File: config.mk
export PLATFORM = sky130hd
export DESIGN_NAME = interrupt_ctrl
export DESIGN_NICKNAME = d
export VERILOG_FILES = /design/src/gb_io_pkg.sv /design/src/interrupt_ctrl.sv
export VERILOG_INCLUDE_DIRS = /design/src
export SDC_FILE = /design/constraint.sdc
export NUM_CORES = 1
export LEC_CHECK = 0
export BUFFER_PORTS_ARGS = -buffer_cell sky130_fd_sc_hd__buf_2
export CORE_MARGIN = 3
export CORE_UTILIZATION = 39
export CTS_CLUSTER_DIAMETER = 150
export CTS_CLUSTER_SIZE = 8
export DETAILED_ROUTE_END_ITERATION = 8
export MAX_ROUTING_LAYER = met4
export PLACE_DENSITY_LB_ADDON = 0.12
export SLEW_MARGIN = 20
export SYNTH_ARGS = -nofsm -noshare
export SYNTH_HDL_FRONTEND = slang
export SYNTH_SLANG_ARGS = --single-unit
File: constraint.sdc
create_clock -name clk_cpu -period 1.45 [get_ports clk_cpu]
set_input_delay 0.2175 -clock clk_cpu [delete_from_list [all_inputs] [get_ports clk_cpu]]
set_output_delay 0.2175 -clock clk_cpu [all_outputs]
set_load 0.01 [all_outputs]
File: src/gb_io_config.svh
/*
 * Build constants for the console I/O glue.
 * Include in any module that needs addresses, RAM sizes or serial timing.
 */
`ifndef GB_IO_CONFIG_SVH
`define GB_IO_CONFIG_SVH

// --------------------------------------------------
// serial port timing
`define GB_SERIAL_BIT_CYCLES 512       // clk_cpu cycles per shifted bit (8192 Hz)

// --------------------------------------------------
// internal memories
`define GB_WRAM_ADDR_W     15          // 32 KiB work ram, 8 banks of 4 KiB
`define GB_ZP_ADDR_W       7           // 127 byte zero page
`define GB_WRAM_BANK_RESET 1           // svbk after reset

// --------------------------------------------------
// io register addresses
`define GB_ADDR_JOYP 16'hFF00          // p1
`define GB_ADDR_SB   16'hFF01          // serial data, dummy
`define GB_ADDR_SC   16'hFF02          // serial control
`define GB_ADDR_IF   16'hFF0F
`define GB_ADDR_SVBK 16'hFF70          // cgb wram bank
`define GB_ADDR_IE   16'hFFFF

// interrupt vectors
`define GB_IRQ_VEC_BASE 8'h40          // vblank entry
`define GB_IRQ_VEC_STEP 8'd8           // spacing between entries
`define GB_IRQ_VEC_NONE 8'h55          // nothing pending

`endif

File: src/gb_io_pkg.sv
/*
 * Shared types for the I/O glue: bus payloads, region codes,
 * interrupt bit layout and the two decodings of a written io byte.
 */
package gb_io_pkg;

	// cpu side request payload, valid/ready handshake around it
	typedef struct packed {
		logic [15:0] addr;
		logic [7:0]  wdata;
		logic        wr;     // 1 write, 0 read
	} bus_req_t;

	// cartridge port payload, same layout as the cpu request
	typedef struct packed {
		logic [15:0] addr;
		logic [7:0]  wdata;
		logic        wr;
	} cart_req_t;

	// decoded target of an access
	typedef enum logic [3:0] {
		RGN_ROM,    // $0000-$7fff cart rom
		RGN_CRAM,   // $a000-$bfff cart ram
		RGN_WRAM,   // $c000-$dfff
		RGN_ZPRAM,  // $ff80-$fffe
		RGN_JOYP,
		RGN_SB,
		RGN_SC,
		RGN_IF,
		RGN_IE,
		RGN_SVBK,
		RGN_NONE    // dropped space, reads $ff
	} region_e;

	// matches the IF / IE bit order, vblank in bit 0
	typedef struct packed {
		logic joypad;   // bit 4, lowest priority
		logic serial;
		logic timer;
		logic lcd;
		logic vblank;   // bit 0
	} irq_t;

	typedef struct packed {
		logic       start;      // bit 7, transfer running
		logic [5:0] unused;
		logic       shift_clk;  // bit 0, internal clock
	} sc_view_t;

	typedef struct packed {
		logic [1:0] unused_hi;
		logic [1:0] sel;        // bits 5:4, row selects, active low
		logic [3:0] unused_lo;
	} joyp_view_t;

	// written byte as seen by the serial and joypad units
	typedef union packed {
		logic [7:0] raw;
		sc_view_t   sc_view;
		joyp_view_t joyp_view;
	} io_byte_u;

endpackage

File: src/interrupt_ctrl.sv
/*
 * IF and IE registers with event capture and prioritised acknowledge.
 * irq_vector always points at the entry the next ack would take.
 */
`timescale 1ns/1ps
`include "gb_io_config.svh"

module interrupt_ctrl (
	input  logic             clk_cpu,
	input  logic             reset,
	input  gb_io_pkg::irq_t  events,
	input  logic             if_wr,
	input  logic             ie_wr,
	input  logic [7:0]       wdata,
	output logic [7:0]       if_rdata,
	output logic [7:0]       ie_rdata,
	output logic             irq_pending,
	input  logic             irq_ack,
	output logic [7:0]       irq_vector
);
	logic [4:0] if_q, ie_q;
	logic [4:0] ev, active, ack_mask;
	logic [2:0] ack_idx;
	logic       any_active;

	assign ev     = events;
	assign active = if_q & ie_q;

	// lowest set bit wins, vblank first
	always_comb begin
		ack_idx    = 3'd0;
		any_active = 1'b0;
		for (int i = 4; i >= 0; i--) begin
			if (active[i]) begin
				ack_idx    = 3'(i);
				any_active = 1'b1;
			end
		end
	end

	assign ack_mask    = (irq_ack && any_active) ? (5'b00001 << ack_idx) : 5'b00000;
	assign irq_pending = any_active;
	assign irq_vector  = any_active ? 8'(`GB_IRQ_VEC_BASE + `GB_IRQ_VEC_STEP * ack_idx)
		: `GB_IRQ_VEC_NONE;

	always_ff @(posedge clk_cpu) begin
		if (reset) begin
			if_q <= 5'b0;
			ie_q <= 5'b0;
		end else begin
			if (if_wr)
				if_q <= wdata[4:0];                 // cpu write overrides all
			else
				if_q <= (if_q & ~ack_mask) | ev;    // a new event survives its own ack
			if (ie_wr)
				ie_q <= wdata[4:0];
		end
	end

	assign if_rdata = {3'b111, if_q};
	assign ie_rdata = {3'b000, ie_q};

	a_ack_pending: assert property (@(posedge clk_cpu) disable iff (reset)
		irq_ack |-> irq_pending);

endmodule

Word level (Yosys, flattened, before mapping)
Cells that the tools add are included.
{"block": "classes", "addsub": 1, "n_shift": 1, "muxes": 13, "bitwise": 4, "n_reduce_logical": 1}
{"operator": "$mux 3", "count": 5}
{"operator": "$and 5x5->5", "count": 2}
{"operator": "$mux 5", "count": 2}
{"operator": "$add 7x6->8 const A", "count": 1}
{"operator": "$mux 8", "count": 1}
{"operator": "$mux 1", "count": 5}
{"operator": "$not 5->5", "count": 1}
{"operator": "$or 5x5->5", "count": 1}
{"operator": "$shl 1x3->5 const A", "count": 1}
{"operator": "$logic_and 1x1->1", "count": 1}
{"block": "word_totals", "regBits": 10, "in_bits": 18, "out_inout_bits": 25, "word_cells": 22}

Logic depth before layout (Yosys ltp)
Gate-level depths: netlist (run 1).
{"block": "logic_depth", "word_depth": 12, "depth_mapped": 4, "ltp_nobuf": 3}

Least setup slack after synthesis (run 1)
Ideal clock, no wire load.
{"block": "synth_path", "path_type": "register -> output", "startpoint": "register ie_q[4]", "endpoint": "output port irq_vector[2]", "arrival_time_ps": 1081, "path_slack_ps": 152, "path_stages_with_launch": 5, "path_buffers": 1, "path_cell_list": "dfxtp_1 -> and2_1 -> and2b_1 -> and2_2 -> buf_4"}
{"block": "synth_between", "elab_chain_cells": 7}
{"element": "from (decl)", "line": "interrupt_ctrl.sv:21", "rtl": "logic [4:0] if_q, ie_q;"}
{"element": "from (signal assigned)", "line": "interrupt_ctrl.sv:56", "rtl": "ie_q <= wdata[4:0];"}
{"element": "$and 5x5->5", "line": "interrupt_ctrl.sv:27", "rtl": "assign active = if_q & ie_q;"}
{"element": "$mux 1 (5 in series)", "line": "interrupt_ctrl.sv:34", "rtl": "if (active[i]) begin"}
{"element": "$mux 8 (no line)"}
{"element": "to (decl)", "line": "interrupt_ctrl.sv:19", "rtl": "output logic [7:0] irq_vector"}
No other way between the ends.

Worst setup path in the final report (run 1)
{"block": "layout_path", "startpoint": "register ie_q[2]", "endpoint": "output port irq_vector[2]"}
{"block": "layout_between", "elab_chain_cells": 5}
{"element": "$and 5x5->5", "line": "interrupt_ctrl.sv:27"}
{"element": "$mux 1 (3 in series)", "line": "interrupt_ctrl.sv:34"}
{"element": "$mux 8 (no line)"}
No other way between the ends.

==> results of run 1 <==
==> cells by family after synthesis <==
group	count (synthesis)
multiplexers	5
buffers and inverters	18
AND/OR/NAND/NOR	23
AO/OA/AOI/OAI	14
flip-flops	10
other	2
==> worst paths after layout <==
kind | from | to | slack (ns)
hold reg to reg | if_q[1] | if_q[1] | 0.53
setup / recovery | ie_q[2] | irq_vector[2] | 0.007
setup reg to reg | if_q[1] | if_q[4] | 0.25
hold / removal | events[4] | if_q[4] | 0.17
==> cells in the mapped netlist, types with 2 or more instances <==
| master | instances |
|---|---|
| a21oi_1 | 2 |
| a41oi_1 | 2 |
| and2_1 | 2 |
| buf_2 | 2 |
| buf_4 | 10 |
| conb_1 | 2 |
| dfxtp_1 | 10 |
| inv_1 | 5 |
| mux2i_1 | 5 |
| nand2_1 | 4 |
| nor2_1 | 8 |
| nor2b_1 | 2 |
| nor3_1 | 3 |
| o31a_1 | 2 |
==> what timing repair did <==
action | 4_1_cts | 5_1_grt
pin swaps | 2 | 2
setup buffers | 5 | 1
gates resized for setup | 11 | 3
setup endpoints to repair | 4 | 6
==> layout make-up <==
class                           instances  area share [%]
Clock buffer                            3            2.77
Multi-Input combinational cell         51            40.3
Tap cell                               15            2.31
Sequential cell                        10            26.0
Timing Repair Buffer                   36            26.3
Inverter                                5            2.31
==> layer usage <==
metal / part of all wire [%] / track usage (%) / up-vias / routed length (um)
li1: - / - / 296 / -
met1: 43 / 19.8 / 263 / 589
met2: 45 / 22.3 / 28 / 621
met3: 11 / 7.17 / 2 / 156
met4: 0.44 / 1.75 / 0 / 6
met5: 0 / - / - / 0
==> power groups by stage <==
stage	clock network, uW	logic (uW)	registers, uW
6_report	181	183	318
5_1_grt	207	204	322
4_1_cts	192	180	317
3_5_place_dp	0	153	324
3_3_place_gp	0	151	323
2_1_floorplan	0	105	330
==> flip-flops by register name (all words and copies together) (netlist names) <==
signal / flops
ie_q: 5
if_q: 5
==> stage by stage <==
| stage | cells | setup TNS (ns) | hold WS (ns) | utilization (%) |
|---|---|---|---|---|
| 2_1_floorplan | 79 | 0 | 0.350 | - |
| 3_3_place_gp | 111 | 0 | 0.443 | 51.3 |
| 3_5_place_dp | 111 | 0 | 0.439 | 51.3 |
| 4_1_cts | 119 | -0.0154 | 0.167 | 57.9 |
| 5_1_grt | 120 | -0.174 | 0.174 | 58.8 |
| 6_report | 120 | 0 | 0.173 | 58.8 |
==> reports/results.tsv, run 1 <==
metric	value	unit
Avg WL per Cell	11.5	um
worst skew pair latency	0.26	ns
FF+latch area	211	um2
# clock sinks	10	
Final Wtd Congestion	0.692	
antenna violations before repair	0	
total number of vias	589	
Gate power share	26.8	%
#FFs+latches synth	10	
CP Buf/Inv Count	1	
Initial Util	43.6	%
clock share of power	26.5	%
mean post-synth cell area	8.38	um2
H-tree Lvls	1	
Synth Area in XOR/XNOR	0	%
global-route wire length before repair	2.19	mm
Worst Path Max Fanout	3	
largest net degree at the start of global routing	12	
global route overflow	0	
Die ar.	2050	um2
cell internal pwr	484	uW
post-placement cell area	709	um2
DIE WIDTH	45.3	um
nets@finish	125	
endpoint class of the critical path	output port	
status	finished, final reports clean	
Antenna Nets Post-Route	0	
Startpoint Class	flop	
Post-Synthesis Cell Area	603	um2
Post-synth top flop	dfxtp_1	
Levels on crit path	4	
Synth top area share	33.2	%
biggest cell delay along the critical path	0.34	ns
Seq/Total Area, Yosys	33.2	%
Residual DRC	0	
Pwr Total	683	uW
top-level port count	43	
Inserted Clock Buffers	3	
sequential share of power	46.6	%
post-synthesis mux area share	8.30	%
core area	1380	um2
Crit path max-delay family	flip-flops	
Final min period	1.44	ns
Cell variety after synth	27	
crit-path cells	a22oi_2 -> and2b_1 -> and2_4 -> buf_6	
final setup margin	0.00711	ns
Crit path arrival time	1.23	ns
buffers added on ports	30	
Synth Instances	72	
Detailed Place HPWL	1.02	mm
Vias/cell	4.91	
Pins Over Slew Limit	0	
share of cells above drive strength 1	49.5	%
largest family of logic cells by synthesized area	compound AO/OA/AOI/OAI gates	
largest area contributor in the netlist	dfxtp_1	
worst-case reg-to-reg path depth	4	
antenna cells	0	
max cap viols	0	
commonest non-fill, non-tap cell in the layout	buf_2	
Setup WS pre-CTS	0.188	ns
warnings from Yosys	0	
path type of the worst setup path	reg2out	
TritonCTS clock tree	built	
Hold-fix buffers, CTS	0	
ys async rst share	0	%
RSZ-0062 raised after global routing	true	
commonest cells after routing, fill and taps aside	buf_2 (27), conb_1 (9), nor2_1 (8), dfxtp_2 (6), buf_4 (6)	
largest cells by area after synthesis	dfxtp_1 (33%), buf_4 (12%), mux2i_1 (8.3%)	
slowest CP cell	dfxtp_4	
GRT Resource Usage Total	15.3	%
root buffer cell	clkbuf_4	
post-route cell area	813	um2
Pwr Density	840	nW/um2
Filler cells	140	
Switching Fraction	29.1	%
Hold Path Class	in2reg	
Reg clk slew, reported paths	0.06	ns
Die Y	45.3	um
area of the multi-input gates	328	um2
fmax	0.693	GHz
Final Hold Violating Endpoints	0	
final setup fails	0	
Synth Area in Adders	0	%
Longest Clk Path Bufs	2	
WP data required	1.23	ns
Rows	13	
LEAKAGE	0.000439	uW
Routed WL	1.38	mm
hold depth	2	
number of synthesized flops with an enable pin	0	
vias in the first global route	508	
Area Growth Syn to Fin	34.9	%
Simple-Gate Fraction of Synth Area	18.9	%
final period utilization	99.5	%
first drt pass iteration count	4	
P_sw	199	uW
initial drt markers	8	
complex-gate fraction of the synthesized area	20.5	%
Clock Skew	0.00304	ns
Worst VDD drop	684	uV
No activity file was read; power rests on OpenSTA's default activity.
==> inputs of run 2 (changes only) <==
--- a/config.mk
+++ b/config.mk
@@ -12,8 +12,9 @@
 export CTS_CLUSTER_DIAMETER = 150
 export CTS_CLUSTER_SIZE = 8
 export DETAILED_ROUTE_END_ITERATION = 8
+export HOLD_SLACK_MARGIN = 0.05
 export MAX_ROUTING_LAYER = met4
-export PLACE_DENSITY_LB_ADDON = 0.12
+export PLACE_DENSITY = 0.77
 export SLEW_MARGIN = 20
 export SYNTH_ARGS = -nofsm -noshare
 export SYNTH_HDL_FRONTEND = slang
==> run 2 against run 1 <==
Combinational power grew 5%. Sequential power is essentially flat. Via count grew 5.8%. Design area grew 2.9%. Critical endpoint is now irq_vector[0]. Clock skew grew 0.0048 ns. Maximum frequency shrank 0.36%. Register-to-register slack lost 0.13 ns. First-iteration DRC count shrank 50%. Die area is the same. Power grew 2.3%. Sequential cell count is the same. Critical path depth is the same.
==> reports/results.tsv, run 2 (synthesis gave the netlist of run 1 again) <==
metric	value	unit
status	finished, final reports clean	
Residual DRC	0	
fmax	0.691	GHz
Antenna Nets Post-Route	0	
Crit path max-delay family	flip-flops	
Worst Path Max Fanout	4	
Startpoint Class	flop	
WP data required	1.23	ns
final setup margin	0.00191	ns
Regs by FF count	ie_q: 5 flops, if_q: 5 flops	
Pins Over Slew Limit	0	
slowest CP cell	dfxtp_2	
Hold Path Class	in2reg	
top-level port count	43	
first drt pass iteration count	4	
Die Y	45.3	um
GRT Resource Usage Total	15.6	%
final period utilization	99.9	%
Reg clk slew, reported paths	0.07	ns
Routed WL	1.47	mm
total number of vias	623	
buffers added on ports	30	
TritonCTS clock tree	built	
Rows	13	
Final min period	1.45	ns
Final TNS setup	0	ns
Pwr Density	834	nW/um2
crit-path cells	a22oi_2 -> and2b_2 -> and2_4 -> buf_6	
Final Util	60.5	%
core area	1380	um2
Vias/cell	5.07	
Hold-fix buffers, CTS	0	
RSZ-0062 raised after global routing	true	
global-route wire length before repair	2.29	mm
Area Growth Syn to Fin	38.8	%
nets@finish	128	
Crit path arrival time	1.23	ns
Final Wtd Congestion	0.751	
largest net degree at the start of global routing	12	
Worst VDD drop	644	uV
final setup fails	0	
Detailed Place HPWL	1.06	mm
DIE WIDTH	45.3	um
path type of the worst setup path	reg2out	
Filler cells	133	
endpoint class of the critical path	output port	
global route overflow	0	
root buffer cell	clkbuf_4	
Initial Util	43.6	%
antenna violations before repair	0	
# clock sinks	10	
Pwr Total	698	uW
Inserted Clock Buffers	3	
Final Hold Violating Endpoints	0	
worst skew pair latency	0.26	ns
antenna cells	0	
LEAKAGE	0.000453	uW
CP Buf/Inv Count	1	
Avg WL per Cell	12.0	um
Clock Skew	0.00783	ns
biggest cell delay along the critical path	0.34	ns
vias in the first global route	533	
initial drt markers	4	
share of cells above drive strength 1	51.9	%
Longest Clk Path Bufs	2	
H-tree Lvls	1	
commonest cells after routing, fill and taps aside	buf_2 (27), conb_1 (9), nor2_1 (8), dfxtp_2 (8), buf_4 (8)	
commonest non-fill, non-tap cell in the layout	buf_2	
Die ar.	2050	um2
max cap viols	0	
Setup WS pre-CTS	0.195	ns
## run 2: final timing paths
kind              from       endpoint  slack [ns]  cells after the start
max            if_q[2]  irq_vector[0]       0.002                      4
min          events[4]        if_q[4]        0.17                      2
max reg2reg    if_q[2]        if_q[4]        0.12                      6
min reg2reg    ie_q[3]        ie_q[3]        0.55                      2
## run 2: routing by layer
layer | vias up | track usage [%] | wire length (um)
met5 | - | - | 0
met4 | 0 | 1.75 | 9
met3 | 2 | 4.38 | 146
met2 | 38 | 27.1 | 721
met1 | 281 | 18.2 | 597
li1 | 302 | - | -
## run 2: cell type report
type	count	area [um2]	share of cell area (%)
Clock buffer	3	22.5	2.69
Inverter	5	18.8	2.24
Multi-Input combinational cell	51	327	39.0
Sequential cell	10	210	25.1
Tap cell	15	18.8	2.24
Timing Repair Buffer	39	240	28.7
## run 2: what timing repair did
action | CTS | global route
setup endpoints to repair | 5 | 6
resized for setup | 7 | 9
hold endpoints to repair | 0 | 0
pin swaps | 2 | 4
buffers inserted | 8 | 1
## run 2: per-stage QoR
step	hold slack (ns)	instance area, um2	cells
finish	0.172	837	123
global route	0.182	837	123
CTS	0.176	802	122
detailed placement	0.445	709	111
global placement	0.435	709	111
floorplan	0.350	629	79
## run 2: power by group
| part | internal (uW) | switching (uW) | total (uW) | leakage [uW] |
|---|---|---|---|---|
| registers | 297 | 22.1 | 319 | 0.0000854 |
| clock network | 95.5 | 91.5 | 187 | 0.0000138 |
| logic | 99.9 | 92.4 | 192 | 0.000354 |
==> inputs of run 3 (changes only) <==
--- a/config.mk
+++ b/config.mk
@@ -8,13 +8,14 @@
 export LEC_CHECK = 0
 export BUFFER_PORTS_ARGS = -buffer_cell sky130_fd_sc_hd__buf_2
 export CORE_MARGIN = 3
-export CORE_UTILIZATION = 39
+export CORE_UTILIZATION = 35
 export CTS_CLUSTER_DIAMETER = 150
 export CTS_CLUSTER_SIZE = 8
 export DETAILED_ROUTE_END_ITERATION = 8
 export HOLD_SLACK_MARGIN = 0.05
 export MAX_ROUTING_LAYER = met4
-export PLACE_DENSITY = 0.77
+export PLACE_DENSITY = 0.75
+export RECOVER_POWER = 25
 export SLEW_MARGIN = 20
 export SYNTH_ARGS = -nofsm -noshare
 export SYNTH_HDL_FRONTEND = slang
==> constraint.sdc (replaced) <==
create_clock -name clk_cpu -period 1.25 [get_ports clk_cpu]
set_input_delay 0.1875 -clock clk_cpu [delete_from_list [all_inputs] [get_ports clk_cpu]]
set_output_delay 0.1875 -clock clk_cpu [all_outputs]
set_load 0.01 [all_outputs]
==> run 3 against run 2 <==
Clock power rose by 52%. Critical path type unchanged. Critical endpoint unchanged. Hold slack got worse by 0.022 ns. Die area rose by 9.9%. Clock skew fell by 0.00074 ns. The flow now finishes with violations (setup timing). Global-route usage fell by 1.1 points. Combinational power rose by 25%.
==> reports/results.tsv, run 3 (synthesis gave the netlist of run 1 again) <==
metric	value	unit
path type of the worst setup path	reg2out	
Vias/cell	4.81	
Clock Skew	0.00709	ns
antenna cells	0	
commonest cells after routing, fill and taps aside	buf_2 (27), conb_1 (9), nor2_1 (8), buf_4 (7)	
Routed WL	1.54	mm
max cap viols	0	
hold depth	2	
WP data required	1.06	ns
GRT Resource Usage Total	14.5	%
commonest non-fill, non-tap cell in the layout	buf_2	
Hold WS	0.150	ns
Final Hold Violating Endpoints	0	
worst-case reg-to-reg path depth	5	
Reg2Reg Setup Slack	-0.01	ns
slowest CP cell	dfxtp_2	
Startpoint Class	flop	
failing checks	setup timing	
first drt pass iteration count	4	
Detailed Place HPWL	1.07	mm
top-level port count	43	
Pwr Total	893	uW
crit-path cells	a22oi_2 -> and2b_2 -> and2_4 -> buf_6	
total number of vias	606	
share of cells above drive strength 1	54.5	%
fin cells	126	
Pins Over Slew Limit	0	
Antenna Nets Post-Route	0	
Hold-fix buffers, CTS	0	
Final min period	1.43	ns
Worst Path Max Fanout	3	
Avg WL per Cell	12.2	um
Die Y	47.5	um
global-route wire length before repair	2.27	mm
Crit path arrival time	1.25	ns
# clock sinks	10	
fmax	0.698	GHz
Area Growth Syn to Fin	47.7	%
Regs by FF count	ie_q: 5 flops, if_q: 5 flops	
H-tree Lvls	1	
post-placement cell area	729	um2
Worst VDD drop	593	uV
Critical R2R Capture	if_q[4]	
RSZ-0062 raised after global routing	true	
Longest Clk Path Bufs	2	
TritonCTS clock tree	built	
endpoint class of the critical path	output port	
DIE WIDTH	47.5	um
largest net degree at the start of global routing	12	
Initial Util	38.7	%
Residual DRC	0	
Critical R2R Launch	if_q[2]	
Rows	14	
biggest cell delay along the critical path	0.34	ns
Setup WS pre-CTS	0.0625	ns
Die ar.	2260	um2
HP Start	events[4]	
antenna violations before repair	0	
initial drt markers	6	
Pwr Density	1000	nW/um2
final setup fails	7	
nets@finish	129	
vias in the first global route	519	
placed cell count	114	
status	finished, violations left	
root buffer cell	clkbuf_4	
core area	1560	um2
worst skew pair latency	0.26	ns
final setup margin	-0.184	ns
post-route cell area	891	um2
Inserted Clock Buffers	3	
global route overflow	0	
final period utilization	115	%
Reg clk slew, reported paths	0.07	ns
Hold Crit Endpoint	if_q[4]	
LEAKAGE	0.000481	uW
Hold Path Class	in2reg	
Final Wtd Congestion	0.729	
buffers added on ports	30	
-- run 3: cell count changes in the layout (fill, tap and decap cells not counted), sizes merged --
| cell | delta |
|---|---|
| buf | +1 |
| clkbuf | +1 |
-- run 3: what timing repair did --
action	in CTS	in global routing
resized for setup	9	11
endpoints found under the setup margin	6	8
pin swaps	3	3
setup buffers	5	3
-- run 3: per-stage QoR --
stage	setup TNS, ns	utilization (%)
2_1_floorplan	0	-
3_3_place_gp	0	46.8
3_5_place_dp	0	46.8
4_1_cts	-0.811	53.5
5_1_grt	-1.29	57.1
6_report	-0.914	57.1
-- run 3: final cells by class --
class | instances | area [um2]
well taps | 16 | 20.0
fillers | 147 | 668
clock buffers | 4 | 36.3
inverters | 5 | 18.8
flip-flops and latches | 10 | 211
repair buffers | 40 | 255
multi-input cells | 51 | 349
-- run 3: worst max-delay path: cells and delay by family, from the launching register on --
family | cells | cell delay, ns
AO/OA/AOI/OAI | 1 | 0.21
buffers and inverters | 1 | 0.09
flip-flops | 1 | 0.34
AND/OR/NAND/NOR | 2 | 0.34
-- run 3: how the worst max path moves through the flow --
stage / endpoint / slack [ns] / depth (start not counted) / startpoint
floorplan: irq_vector[2] / 0.01 / 4 / if_q[2]
global placement: irq_vector[2] / 0.07 / 4 / ie_q[4]
detailed placement: irq_vector[2] / 0.06 / 4 / if_q[2]
CTS: irq_vector[2] / -0.17 / 4 / ie_q[2]
global route: irq_vector[0] / -0.25 / 4 / if_q[2]
finish: irq_vector[0] / -0.18 / 4 / if_q[2]
-- run 3: power breakdown --
group / switching (uW) / leakage, uW / internal, uW
sequential: 25.7 / 0.0000855 / 343
clock: 108 / 0.0000210 / 177
combinational: 117 / 0.000374 / 123
-- run 3: metal layers --
layer | up-vias | track usage [%] | part of all wire (%)
li1 | 303 | - | -
met1 | 275 | 18.9 | 43
met2 | 28 | 22.5 | 49
met3 | 0 | 2.26 | 8.3
met4 | 0 | 4.97 | 0
met5 | - | - | 0
